[config.mk]
export PLATFORM = sky130hd
export DESIGN_NAME = emu_ctrl_top
export DESIGN_NICKNAME = d
export VERILOG_FILES = /design/src/hw/emu_pkg.sv /design/src/hw/axil_csr_write.sv /design/src/hw/axil_csr_read.sv /design/src/hw/emu_run_ctrl.sv /design/src/hw/step_counter.sv /design/src/hw/cycle_counter.sv /design/src/hw/emu_ctrl_top.sv
export SDC_FILE = /design/constraint.sdc
export NUM_CORES = 1
export LEC_CHECK = 0
export ABC_CLOCK_PERIOD_IN_PS = 3300
export BUFFER_PORTS_ARGS = -buffer_cell sky130_fd_sc_hd__buf_2
export CAP_MARGIN = 30
export CORE_MARGIN = 2
export CORE_UTILIZATION = 31
export DETAILED_ROUTE_END_ITERATION = 8
export PLACE_DENSITY = 0.55
export SLEW_MARGIN = 40
export SYNTH_ARGS = -nofsm -noshare
export SYNTH_HDL_FRONTEND = slang
export SYNTH_SLANG_ARGS = --single-unit
[constraint.sdc]
create_clock -name clk -period 3.3 [get_ports clk]
set_input_delay 0.66 -clock clk [delete_from_list [all_inputs] [get_ports clk]]
set_output_delay 0.66 -clock clk [all_outputs]
set_load 0.01 [all_outputs]
[src/hw/emu_pkg.sv]
package emu_pkg;

    // Host register port widths
    localparam int CSR_ADDR_W = 12;
    localparam int CSR_DATA_W = 32;
    localparam int CSR_STRB_W = CSR_DATA_W / 8;

    // Emulated design side
    localparam int CYCLE_W = 64;
    localparam int TRIG_W  = 32;

    typedef logic [CSR_ADDR_W-1:0] csr_addr_t;
    typedef logic [CSR_DATA_W-1:0] csr_data_t;
    typedef logic [CSR_STRB_W-1:0] csr_strb_t;
    typedef logic [CYCLE_W-1:0]    cycle_t;
    typedef logic [TRIG_W-1:0]     trig_t;
    typedef logic [1:0]            axi_resp_t;

    localparam axi_resp_t RESP_OKAY   = 2'b00;
    localparam axi_resp_t RESP_SLVERR = 2'b10;

    // Register map, byte offsets
    localparam csr_addr_t ADDR_EMU_STAT  = 12'h000;
    localparam csr_addr_t ADDR_TRIG_STAT = 12'h004;
    localparam csr_addr_t ADDR_CYCLE_LO  = 12'h008;
    localparam csr_addr_t ADDR_CYCLE_HI  = 12'h00C;
    localparam csr_addr_t ADDR_STEP      = 12'h010;

    // EMU_STAT fields
    // Bit 31 is read only and tells whether the step count caused the last halt
    localparam int STAT_HALT_BIT      = 0;
    localparam int STAT_RESET_BIT     = 1;
    localparam int STAT_STEP_TRIG_BIT = 31;

    // One accepted register write with a full strobe
    // valid is high for a single cycle
    typedef struct packed {
        csr_addr_t addr;
        csr_data_t data;
        logic      valid;
    } csr_wr_t;

    // Everything the read path can return
    typedef struct packed {
        csr_data_t stat;
        trig_t     trig;
        cycle_t    cycle;
        csr_data_t step;
    } csr_view_t;

endpackage

[src/hw/axil_csr_write.sv]
`timescale 1ns/1ps

module axil_csr_write import emu_pkg::*; (
    input  logic      clk,
    input  logic      rst,

    input  logic      awvalid,
    output logic      awready,
    input  csr_addr_t awaddr,

    input  logic      wvalid,
    output logic      wready,
    input  csr_data_t wdata,
    input  csr_strb_t wstrb,

    output logic      bvalid,
    input  logic      bready,
    output axi_resp_t bresp,

    output csr_wr_t   csr_wr
);

    csr_addr_t addr_q;
    csr_data_t data_q;
    logic      addr_held;
    logic      data_held;
    logic      strb_err;
    logic      resp_pend;
    logic      both_held;

    assign both_held = addr_held && data_held;

    // Address and data may arrive in either order; the pair is
    // consumed on the cycle both slots are full
    always_ff @(posedge clk) begin
        if (rst) begin
            addr_held <= 1'b0;
            data_held <= 1'b0;
            strb_err  <= 1'b0;
            resp_pend <= 1'b0;
        end else begin
            if (awvalid && awready) begin
                addr_held <= 1'b1;
            end
            if (wvalid && wready) begin
                data_held <= 1'b1;
                strb_err  <= (wstrb != '1);
            end
            if (both_held) begin
                addr_held <= 1'b0;
                data_held <= 1'b0;
                resp_pend <= 1'b1;
            end
            if (bvalid && bready) begin
                resp_pend <= 1'b0;
            end
        end
    end

    always_ff @(posedge clk) begin
        if (awvalid && awready) begin
            addr_q <= awaddr;
        end
        if (wvalid && wready) begin
            data_q <= wdata;
        end
    end

    // No new address until the previous response is taken
    assign awready = !addr_held && !resp_pend;
    assign wready  = !data_held;
    assign bvalid  = resp_pend;
    assign bresp   = strb_err ? RESP_SLVERR : RESP_OKAY;

    // Partial strobes are answered but never reach the registers
    always_comb begin
        csr_wr.addr  = addr_q;
        csr_wr.data  = data_q;
        csr_wr.valid = both_held && !strb_err;
    end

endmodule

[src/hw/axil_csr_read.sv]
`timescale 1ns/1ps

module axil_csr_read import emu_pkg::*; (
    input  logic      clk,
    input  logic      rst,

    input  logic      arvalid,
    output logic      arready,
    input  csr_addr_t araddr,

    output logic      rvalid,
    input  logic      rready,
    output csr_data_t rdata,
    output axi_resp_t rresp,

    input  csr_view_t view
);

    csr_addr_t addr_q;
    logic      addr_held;
    logic      capture;
    csr_data_t sel_word;

    // Sample once per held address, then wait for the master
    assign capture = addr_held && !rvalid;

    always_comb begin
        case (addr_q)
            ADDR_EMU_STAT: begin
                sel_word = view.stat;
            end
            ADDR_TRIG_STAT: begin
                sel_word = view.trig;
            end
            ADDR_CYCLE_LO: begin
                sel_word = view.cycle[CSR_DATA_W-1:0];
            end
            ADDR_CYCLE_HI: begin
                sel_word = view.cycle[CYCLE_W-1:CSR_DATA_W];
            end
            ADDR_STEP: begin
                sel_word = view.step;
            end
            default: begin
                // Unmapped offsets read as zero
                sel_word = '0;
            end
        endcase
    end

    always_ff @(posedge clk) begin
        if (rst) begin
            addr_held <= 1'b0;
            rvalid    <= 1'b0;
        end else begin
            if (arvalid && arready) begin
                addr_held <= 1'b1;
            end
            if (capture) begin
                rvalid <= 1'b1;
            end
            if (rvalid && rready) begin
                addr_held <= 1'b0;
                rvalid    <= 1'b0;
            end
        end
    end

    always_ff @(posedge clk) begin
        if (arvalid && arready) begin
            addr_q <= araddr;
        end
        if (capture) begin
            rdata <= sel_word;
        end
    end

    // The address slot stays busy until R is taken
    assign arready = !addr_held;
    assign rresp   = RESP_OKAY;

endmodule

[src/hw/emu_run_ctrl.sv]
`timescale 1ns/1ps

module emu_run_ctrl import emu_pkg::*; (
    input  logic      clk,
    input  logic      rst,
    input  csr_wr_t   csr_wr,
    input  logic      step_fire,
    input  trig_t     dut_trig,
    output logic      halt,
    output logic      dut_reset,
    output csr_data_t stat_word,
    output trig_t     trig_stat
);

    logic trigger;
    logic stat_wr;
    logic step_trig;

    // Any design trigger line or the end of a step run stops the design
    assign trigger = step_fire || (dut_trig != '0);
    assign stat_wr = csr_wr.valid && (csr_wr.addr == ADDR_EMU_STAT);

    // A trigger overrides a host write landing in the same cycle
    always_ff @(posedge clk) begin
        if (rst) begin
            halt      <= 1'b1;
            dut_reset <= 1'b1;
            step_trig <= 1'b0;
        end else if (trigger) begin
            halt      <= 1'b1;
            step_trig <= step_fire;
        end else if (stat_wr) begin
            halt      <= csr_wr.data[STAT_HALT_BIT];
            dut_reset <= csr_wr.data[STAT_RESET_BIT];
        end
    end

    // Lines that fired on the last trigger, kept until the next one
    always_ff @(posedge clk) begin
        if (rst) begin
            trig_stat <= '0;
        end else if (trigger) begin
            trig_stat <= dut_trig;
        end
    end

    always_comb begin
        stat_word                     = '0;
        stat_word[STAT_HALT_BIT]      = halt;
        stat_word[STAT_RESET_BIT]     = dut_reset;
        stat_word[STAT_STEP_TRIG_BIT] = step_trig;
    end

endmodule

[src/hw/step_counter.sv]
`timescale 1ns/1ps

module step_counter import emu_pkg::*; (
    input  logic      clk,
    input  logic      rst,
    input  csr_wr_t   csr_wr,
    input  logic      halt,
    output csr_data_t step_count,
    output logic      step_fire
);

    logic step_wr;

    assign step_wr = csr_wr.valid && (csr_wr.addr == ADDR_STEP);

    // Last step: the count is about to reach zero while running.
    // A STEP write in that cycle reloads instead, so no fire
    assign step_fire = !halt && !step_wr && (step_count == csr_data_t'(1));

    always_ff @(posedge clk) begin
        if (rst) begin
            step_count <= '0;
        end else if (step_wr) begin
            step_count <= csr_wr.data;
        end else if (!halt && (step_count != '0)) begin
            step_count <= step_count - csr_data_t'(1);
        end
    end

endmodule

[src/hw/cycle_counter.sv]
`timescale 1ns/1ps

module cycle_counter import emu_pkg::*; (
    input  logic    clk,
    input  logic    rst,
    input  csr_wr_t csr_wr,
    input  logic    halt,
    output cycle_t  cycle_count
);

    logic lo_wr;
    logic hi_wr;

    assign lo_wr = csr_wr.valid && (csr_wr.addr == ADDR_CYCLE_LO);
    assign hi_wr = csr_wr.valid && (csr_wr.addr == ADDR_CYCLE_HI);

    // Counts design cycles; host loads only land while halted
    always_ff @(posedge clk) begin
        if (rst) begin
            cycle_count <= '0;
        end else if (!halt) begin
            cycle_count <= cycle_count + cycle_t'(1);
        end else begin
            if (lo_wr) begin
                cycle_count[CSR_DATA_W-1:0] <= csr_wr.data;
            end
            if (hi_wr) begin
                cycle_count[CYCLE_W-1:CSR_DATA_W] <= csr_wr.data;
            end
        end
    end

endmodule

[src/hw/emu_ctrl_top.sv]
`timescale 1ns/1ps

module emu_ctrl_top import emu_pkg::*; (
    input  logic      clk,
    input  logic      rst,

    // AXI4-Lite slave
    input  logic      s_axil_awvalid,
    output logic      s_axil_awready,
    input  csr_addr_t s_axil_awaddr,
    input  logic      s_axil_wvalid,
    output logic      s_axil_wready,
    input  csr_data_t s_axil_wdata,
    input  csr_strb_t s_axil_wstrb,
    output logic      s_axil_bvalid,
    input  logic      s_axil_bready,
    output axi_resp_t s_axil_bresp,
    input  logic      s_axil_arvalid,
    output logic      s_axil_arready,
    input  csr_addr_t s_axil_araddr,
    output logic      s_axil_rvalid,
    input  logic      s_axil_rready,
    output csr_data_t s_axil_rdata,
    output axi_resp_t s_axil_rresp,

    // Emulated design
    input  trig_t     dut_trig,
    output logic      dut_halt,
    output logic      dut_reset
);

    csr_wr_t   csr_wr;
    csr_view_t csr_view;
    logic      step_fire;
    csr_data_t stat_word;
    csr_data_t step_count;
    trig_t     trig_stat;
    cycle_t    cycle_count;

    assign csr_view = '{
        stat:  stat_word,
        trig:  trig_stat,
        cycle: cycle_count,
        step:  step_count
    };

    axil_csr_write axil_csr_write_inst (
        .clk     (clk),
        .rst     (rst),
        .awvalid (s_axil_awvalid),
        .awready (s_axil_awready),
        .awaddr  (s_axil_awaddr),
        .wvalid  (s_axil_wvalid),
        .wready  (s_axil_wready),
        .wdata   (s_axil_wdata),
        .wstrb   (s_axil_wstrb),
        .bvalid  (s_axil_bvalid),
        .bready  (s_axil_bready),
        .bresp   (s_axil_bresp),
        .csr_wr  (csr_wr)
    );

    axil_csr_read axil_csr_read_inst (
        .clk     (clk),
        .rst     (rst),
        .arvalid (s_axil_arvalid),
        .arready (s_axil_arready),
        .araddr  (s_axil_araddr),
        .rvalid  (s_axil_rvalid),
        .rready  (s_axil_rready),
        .rdata   (s_axil_rdata),
        .rresp   (s_axil_rresp),
        .view    (csr_view)
    );

    emu_run_ctrl emu_run_ctrl_inst (
        .clk       (clk),
        .rst       (rst),
        .csr_wr    (csr_wr),
        .step_fire (step_fire),
        .dut_trig  (dut_trig),
        .halt      (dut_halt),
        .dut_reset (dut_reset),
        .stat_word (stat_word),
        .trig_stat (trig_stat)
    );

    step_counter step_counter_inst (
        .clk        (clk),
        .rst        (rst),
        .csr_wr     (csr_wr),
        .halt       (dut_halt),
        .step_count (step_count),
        .step_fire  (step_fire)
    );

    cycle_counter cycle_counter_inst (
        .clk         (clk),
        .rst         (rst),
        .csr_wr      (csr_wr),
        .halt        (dut_halt),
        .cycle_count (cycle_count)
    );

endmodule

# Yosys cells after proc, flatten, opt, wreduce, memory -nomap -nowiden
# Cells that the tools add are included.
[word_totals]
regBits = 225
in_bits = 99
[classes]
n_addsub = 2
n_eq_ne = 11
n_mux = 7
n_bitwise = 1
n_reduce_logical = 35
[ops]
columns = ["operator", "n"]
rows = [
  ["$pmux W32 S5", 1],
  ["$mux W32", 4],
  ["$add A64 B1 Y64 const B", 1],
  ["$mux W64", 1],
  ["$reduce_bool A32 Y1", 2],
  ["$eq A12 B4 Y1 const B", 4],
  ["$eq A32 B1 Y1 const B", 1],
  ["$sub A32 B1 Y32 const B", 1],
  ["$eq A12 B5 Y1 const B", 2],
  ["$logic_not A12 Y1", 2],
  ["$logic_and A1 B1 Y1", 16],
  ["$eq A12 B3 Y1 const B", 1],
  ["$logic_not A1 Y1", 8],
  ["$reduce_or A2 Y1", 4],
  ["$ne A2 B1 Y1 const B", 2],
  ["$ne A4 B4 Y1 const B", 1],
  ["$mux W2", 1],
  ["$reduce_and A2 Y1", 1],
  ["$reduce_bool A2 Y1", 1],
  ["$logic_or A1 B1 Y1", 1],
  ["$not A1 Y1", 1],
]

# Depth between registers and ports, before layout
# Gate-level depths: netlist of run 1.
[logic_depth]
ltp_word = 9
ltp_mapped = 9

# By module
# Synthesis of run 1 repeated with hierarchy kept, for this count alone.
[hier_totals]
cells_unflattened = 1334
hier_area_um2 = 12425.7
[by_module_without_submodules]
columns = ["mod", "n_inst", "cells_per_inst", "area_each_um2", "seq_area_each_um2"]
rows = [
  ["cycle_counter", 1, 558, 4320.4, 1281.2],
  ["axil_csr_read", 1, 255, 2952.8, 1361.3],
  ["step_counter", 1, 252, 1965.6, 640.6],
  ["emu_run_ctrl", 1, 201, 1670.4, 700.7],
  ["axil_csr_write", 1, 68, 1516.5, 1401.3],
]

# Worst setup path before layout of run 1
# OpenSTA, ideal clock, no wires.
[synth_timing]
kind = "input -> register"
from = "input s_axil_wvalid"
to = "register axil_csr_write_inst.strb_err"
arrival_time_ps = 2546
t_required_ps = 3172
slack_ps = 626
path_stages = 3
n_path_buf = 0
path_cell_list = "nor2b_1 mux2i_1 nor2_1"
[synth_between]
elab_chain_cells = 1
[synth_lines]
columns = ["item", "line", "text"]
rows = [
  ["start, declared", "emu_ctrl_top.sv:11", "input logic s_axil_wvalid,"],
  ["$logic_and A1 B1 Y1", "axil_csr_write.sv:45", "if (wvalid && wready) begin"],
  ["end signal, assigned", "axil_csr_write.sv:47", "strb_err <= (wstrb != '1);"],
  ["end, declared", "axil_csr_write.sv:27", "logic strb_err;"],
]
# Every way passes these cells.
# A chain may end at the register's enable or synchronous reset.

# Final worst setup path of run 1
[layout_timing]
from = "register cycle_counter_inst.cycle_count[2]"
to = "register cycle_counter_inst.cycle_count[57]"
[layout_between]
elab_chain_cells = 2
[layout_lines]
columns = ["item", "line", "text"]
rows = [
  ["start, declared", "cycle_counter.sv:8", "output cycle_t cycle_count"],
  ["start signal, assigned", "cycle_counter.sv:22", "cycle_count <= cycle_count + cycle_t'(1);"],
  ["start signal, assigned by index", "cycle_counter.sv:25", "cycle_count[CSR_DATA_W-1:0] <= csr_wr.data;"],
  ["start signal, assigned by index", "cycle_counter.sv:28", "cycle_count[CYCLE_W-1:CSR_DATA_W] <= csr_wr.data;"],
  ["$add A64 B1 Y64", "cycle_counter.sv:22", ""],
  ["$mux W64", "cycle_counter.sv:21", "end else if (!halt) begin"],
]
# Every way passes these cells.

==> out/results.txt, run 1 <==
drt pass-1 iters = 5
post-synth top area share = 23.9%
Setup Viol. Count Final = 0
top cells by count, synth = dfxtp_1 (137), edfxtp_1 (88), clkbuf_1 (78)
Residual DRC = 0
final setup TNS = 0 ns
first-pass GRT wire length = 56,100 µm
Crit Path Max Fanout = 21
Critical Path End Type = flip-flop
Root Driver = clkbuf_16
Mapped Cells = 1,152
area grow syn2layout = 17.9%
Ant. Diodes = 0
Final Hold Viols = 0
fmax = 354 MHz
final wirelength = 36,600 µm
Pleak = 4.78 nW
CP required = 3.74 ns
Initial Util = 31.4%
Synth Area in Adders = 0.327%
chip width = 196 µm
critical path type = flip-flop to flip-flop
status = finished clean
Pwr per Cell Area = 474 nW/µm²
sequential area share after synthesis = 46.9%
post-synthesis mux area share = 8.05%
Mapped Area = 11,500 µm²
ys async rst share = 0%
GRT overflow = 0
DR vias = 9,940
CTS tree = yes
placed inst area = 12,600 µm²
Clock Sinks = 225
met3 Track Usage GR = 2.96%
Worst-Margin Slew = 0.742 ns
grt met1 use = 27.3%
fin crit share = 85.5%
share of layout cells above drive strength 1 = 21.4%
# rows = 70
worst rel slew slack = 50.6%
clock skew = 0.0332 ns
fraction of the mapped netlist area in compound gates = 18.1%
Worst-Skew Late Latency = 0.57 ns
Synth Register Bits = 225
pre-CTS worst setup slack = 0.554 ns
peak supply drop = 0.000386 V
max-cap violation count = 0
Die Ht = 196 µm
Syn Area/Cell = 9.97 µm²
Clk pin slew, worst setup/hold paths = 0.06 ns
XOR/XNOR Fraction of Synth Area = 3.13%
# IOs = 142
hold buffer count at cts = 0
Final GP Congestion = 0.896
Final nets = 1,354
setup ws final = 0.478 ns
largest net degree at the start of global routing = 66
# resized after CTS = 0
global route hottest layer = met2
Port Buffer Count = 138
Tmin final = 2.82 ns
Detailed Route Iter0 Violations = 985
GR Util met2 = 28.2%
initial antenna violation count = 0
die area = 38,600 µm²
top cells by area, synth = dfxtp_1 (24%), edfxtp_1 (23%), mux2i_1 (4.6%)
GR Util All Layers = 18.5%
number of library cell types mapped by synthesis = 66
clock buffer depth = 3
top-count cell post-synth = dfxtp_1
HPWL Detailed = 26,100 µm
H-Tree Depth = 1
Finished Cell Area = 13,500 µm²
total number of yosys warnings = 0
antenna viol nets, final = 0
largest area contributor in the netlist = dfxtp_1
CTS Buf Count = 28
Post-synth EDFFs = 88
post-DR wirelength/cell = 21.0 µm
Top FF cell, synth = dfxtp_1
Worst Hold Class = primary input to flip-flop
Slew Viols, Final = 0
post-CTS setup buffer count = 0
vias per cell = 5.71
vias in the first global route = 9,340
post-synthesis simple-gate area fraction = 19.1%
RSZ-0062 raised after global routing = false
WP data arrival = 3.26 ns
largest family of logic cells by synthesized area = simple AND/OR/NAND/NOR gates
Setup crit start kind = flip-flop
core area = 36,500 µm²
Hold Slack = 0.263 ns
## where the power goes
part	switching, W	internal, W
logic	0.000157	0.000112
registers	0.0000795	0.00300
clock network	0.00127	0.00181
total	0.00151	0.00492
## cells in the final DEF (no fill, tap or decap), types with 14 or more instances in the layout
master	synthesis	final
buf_2	9	138
dfxtp_1	137	136
edfxtp_1	88	88
nor2_1	76	75
mux2i_1	53	53
o21ai_0	52	52
nor4_1	49	49
nand2_1	46	46
a21oi_1	43	43
mux2_2	35	35
xnor2_1	35	35
a221o_1	32	32
a22o_1	32	32
nand3_1	31	31
a211oi_1	31	31
buf_4	4	31
nand4_1	30	30
clkbuf_16	0	29
nor3_1	29	28
or3_1	26	26
or4_1	24	24
and4_1	19	19
o31ai_1	19	19
a31oi_1	19	19
inv_1	19	17
and3_1	14	14
## through the flow
step           instances  total power (W)  utilization, %
2_1_floorplan       1154          0.00323               -
3_5_place_dp        1690          0.00340            34.5
5_1_grt             1741          0.00664            37.1
4_1_cts             1741          0.00650            37.1
6_report            1741          0.00642            37.1
3_3_place_gp        1690          0.00340            34.5
## state kept, by name (all words and copies together) (netlist names), 12 cells and up
signal                          count
axil_csr_read_inst.addr_q          12
axil_csr_read_inst.rdata           32
axil_csr_write_inst.addr_q         12
axil_csr_write_inst.data_q         32
cycle_counter_inst.cycle_count     64
emu_run_ctrl_inst.trig_stat        32
step_counter_inst.step_count       32
## path summary, 6_finish.rpt
path,depth (start not counted),end,startpoint,slack (ns)
min,1,axil_csr_read_inst.addr_q[11]$_DFFE_PP_,s_axil_araddr[11],0.26
max,5,cycle_counter_inst.cycle_count[57]$_SDFFE_PP0P_,cycle_counter_inst.cycle_count[2]$_SDFFE_PP0P_,0.48
min reg2reg,1,emu_run_ctrl_inst.trig_stat[20]$_SDFFE_PP0P_,emu_run_ctrl_inst.trig_stat[20]$_SDFFE_PP0P_,0.48
max reg2reg,5,cycle_counter_inst.cycle_count[57]$_SDFFE_PP0P_,cycle_counter_inst.cycle_count[2]$_SDFFE_PP0P_,0.48
## cell families (layout without fill, tap and decap cells)
group,after synthesis,after routing
DFF,225,225
AOI/OAI and AO/OA,288,288
adders and majority gates,3,3
xor gates and xnor gates,41,41
other,1,3
muxes,88,88
buffers and inverters,121,240
and+or+nand+nor,385,385
## cell type report
type / count / area [µm²]
clock buffer: 40 / 817
clock inverter: 11 / 118
fill: 3638 / 23000
inverter: 19 / 71.3
multi-input combinational: 808 / 5620
sequential: 225 / 5390
tap: 468 / 586
timing repair buffer: 170 / 943
## worst max-delay path, stage by stage, from the launching register on
cell and delay [ns]:
dfxtp_1 0.42, and4_1 0.36, or4b_2 0.94, nor4_2 0.47, mux2i_1 0.12, a2111oi_0 0.37
## per-layer routing
metal / share of wire [%] / wire length (µm)
met3: 7.1 / 2590
met2: 43 / 15900
met5: 0 / 0
met4: 2.3 / 848
met1: 47 / 17300
Note: power is estimated with default switching activity, not from simulation.
==> run 2, diff against run 1 <==
Settings changed: ABC_AREA set to 1.
==> run 2 against run 1 <==
Against the previous run:
- sequential share of layout area shrank 4.3 points
- global-route usage grew 5.5 points
- area after synthesis grew 13%
- design area grew 12%
- fmax grew 1.7%
- register-to-register slack gained 0.08 ns
- non-clock buffer count shrank 11
- clock power grew 12%
==> out/results.txt, run 2 <==
Synth Register Bits = 225 (unchanged)
hold buffer count at cts = 0 (unchanged)
vias per cell = 5.18 (was 5.71)
HPWL Detailed = 41,400 µm (was 26,100 µm)
Crit-path slowest cell = buf_4 (was or4b_2)
post-synth top area share = 21.1% (was 23.9%)
drt pass-1 iters = 6 (was 5)
Setup crit start kind = flip-flop (unchanged)
total number of yosys warnings = 0 (unchanged)
antenna viol nets, final = 0 (unchanged)
Largest register FFs = 64 (unchanged)
Setup Viol. Count Final = 0 (unchanged)
top cells by area, synth = dfxtp_1 (21%), edfxtp_1 (20%), nand2_1 (14%) (was dfxtp_1 (24%), edfxtp_1 (23%), mux2i_1 (4.6%))
Hold Slack = 0.248 ns (was 0.263 ns)
# IOs = 142 (unchanged)
final wirelength = 53,600 µm (was 36,600 µm)
first-pass GRT wire length = 78,800 µm (was 56,100 µm)
post-DR wirelength/cell = 20.6 µm (was 21.0 µm)
Tmin final = 2.78 ns (was 2.82 ns)
die area = 43,600 µm² (was 38,600 µm²)
Buf/Inv on CP = 3 (was 0)
Clock Sinks = 225 (unchanged)
Biggest register = cycle_counter_inst.cycle_count (unchanged)
Syn Area/Cell = 6.75 µm² (was 9.97 µm²)
post-layout power = 0.00682 W (was 0.00642 W)
core area = 41,700 µm² (was 36,500 µm²)
Crit path max-delay family = buffers and inverters (was simple AND/OR/NAND/NOR gates)
Crit Path Max Fanout = 45 (was 21)
Mapped Cells = 1,928 (was 1,152)
CTS Buf Count = 28 (unchanged)
ys async rst share = 0% (unchanged)
Pwr per Cell Area = 449 nW/µm² (was 474 nW/µm²)
GR Util All Layers = 24.1% (was 18.5%)
Residual DRC = 0 (unchanged)
Worst Hold Class = primary input to flip-flop (unchanged)
Worst-Skew Late Latency = 0.59 ns (was 0.57 ns)
fmax = 360 MHz (was 354 MHz)
Fillers = 4,530 (was 3,638)
number of library cell types mapped by synthesis = 49 (was 66)
initial antenna violation count = 2 (was 0)
DR vias = 13,500 (was 9,940)
# rows = 75 (was 70)
Initial Util = 31.2% (was 31.4%)
chip width = 209 µm (was 196 µm)
CP required = 2.64 ns (was 3.74 ns)
largest area contributor in the netlist = dfxtp_1 (unchanged)
commonest non-fill, non-tap cell in the layout = nand2_1 (was buf_2)
critical path type = flip-flop to primary output (was flip-flop to flip-flop)
Die Ht = 209 µm (was 196 µm)
Pleak = 6.15 nW (was 4.78 nW)
Detailed Route Iter0 Violations = 1,533 (was 985)
Critical Path End Type = primary output (was flip-flop)
slowest stage delay, CP = 0.59 ns (was 0.94 ns)
H-Tree Depth = 1 (unchanged)
max-cap violation count = 0 (unchanged)
status = finished clean (unchanged)
Top FF cell, synth = dfxtp_1 (unchanged)
GRT overflow = 0 (unchanged)
RSZ-0062 raised after global routing = false (unchanged)
most frequent cells in the layout = nand2_1 (502), nor2_1 (385), inv_1 (193), buf_2 (138), dfxtp_1 (136) (was buf_2 (138), dfxtp_1 (136), edfxtp_1 (88), nor2_1 (75), mux2i_1 (53))
Root Driver = clkbuf_16 (unchanged)
Final Hold Viols = 0 (unchanged)
final setup TNS = 0 ns (unchanged)
Finished Cell Area = 15,200 µm² (was 13,500 µm²)
placed inst area = 14,200 µm² (was 12,600 µm²)
Ant. Diodes = 0 (unchanged)
area grow syn2layout = 16.7% (was 17.9%)
clock skew = 0.0444 ns (was 0.0332 ns)
worst-path cell chain = buf_4 > buf_4 > buf_2 (was and4_1 > or4b_2 > nor4_2 > mux2i_1 > a2111oi_0)
clock buffer depth = 3 (unchanged)
CTS tree = yes (unchanged)
worst rel slew slack = 44.7% (was 50.6%)
fin crit share = 84.1% (was 85.5%)
vias in the first global route = 12,600 (was 9,340)
Post-synth EDFFs = 88 (unchanged)
peak supply drop = 0.000443 V (was 0.000386 V)
Port Buffer Count = 138 (unchanged)
Clk pin slew, worst setup/hold paths = 0.06 ns (about the same)
# resized after CTS = 0 (unchanged)
Final nets = 2,144 (was 1,354)
Slew Viols, Final = 0 (unchanged)
post-CTS setup buffer count = 0 (unchanged)
Mapped Area = 13,000 µm² (was 11,500 µm²)
sequential area share after synthesis = 41.4% (was 46.9%)
Worst-Margin Slew = 0.830 ns (was 0.742 ns)
top cells by count, synth = nand2_1 (502), nor2_1 (388), inv_1 (194) (was dfxtp_1 (137), edfxtp_1 (88), clkbuf_1 (78))
Final GP Congestion = 1.02 (was 0.896)
share of layout cells above drive strength 1 = 12.4% (was 21.4%)
WP data arrival = 2.12 ns (was 3.26 ns)
top-count cell post-synth = nand2_1 (was dfxtp_1)
largest net degree at the start of global routing = 89 (was 66)
final cell count without fillers = 2,603 (was 1,741)
Critical Path Most Common Cell = buf_4
Inst Count DP = 2,551 (was 1,690)
-- run 2: changes by cell type in the layout (fill, tap and decap cells not counted), moves of 49 or more --
cell	before	now
nand2_1	46	502
nor2_1	75	385
o21ai_0	52	110
nor4_1	49	0
nand3_1	31	133
inv_1	17	193
mux2i_1	53	0
a21oi_1	43	98
-- run 2: path summary, 6_finish.rpt --
kind	end	slack [ns]	cells after the start	from
max reg2reg	axil_csr_read_inst.rdata[12]$_DFFE_PP_	0.56	7	axil_csr_read_inst.addr_q[5]$_DFFE_PP_
min	axil_csr_write_inst.data_q[14]$_DFFE_PP_	0.25	1	s_axil_wdata[14]
min reg2reg	emu_run_ctrl_inst.step_trig$_SDFFE_PP0P_	0.49	2	emu_run_ctrl_inst.step_trig$_SDFFE_PP0P_
max	dut_halt	0.52	3	emu_run_ctrl_inst.halt$_SDFFE_PP1P_
-- run 2: area by class of cell --
cell class | count | area [µm²] | share of cell area (%)
inverter | 202 | 762 | 5.01
multi-input combinational | 1426 | 6500 | 42.8
timing repair buffer | 159 | 852 | 5.61
clock buffer | 36 | 752 | 4.95
tap | 539 | 674 | 4.44
clock inverter | 16 | 272 | 1.79
sequential | 225 | 5390 | 35.4
-- run 2: cells by family (layout without fill, tap and decap cells) --
kind of cell,after synthesis,in the layout,share of synthesized area [%]
flops,225,225,41.4
xor+xnor,26,26,1.75
other cells,1,3,0.0288
fa+ha+maj,3,3,0.288
buf+inv,279,413,9.01
compound gates,271,271,11.3
simple gates,1123,1123,36.3
-- run 2: metrics by stage --
stage	setup WS [ns]	utilization (%)
final	0.524	36.5
after global routing	0.307	36.5
after CTS	0.544	36.5
after detailed placement	0.381	34.0
after global placement	0.455	34.0
after floorplan	0.747	-
-- run 2: power by group --
part	internal [W]	leakage [nW]	switching, W
registers	0.00299	1.96	0.0000700
logic	0.000103	3.70	0.000205
clock network	0.00216	0.493	0.00129
total	0.00526	6.15	0.00157
-- run 2: layer usage --
metal	part of all wire, %	wire, µm	global-route usage [%]	vias to the layer above
met3	10	5620	7.36	105
met5	0	0	0	-
met4	4.3	2300	9.95	0
li1	-	-	-	6478
met1	42	22700	32.0	6329
met2	43	23000	36.3	569
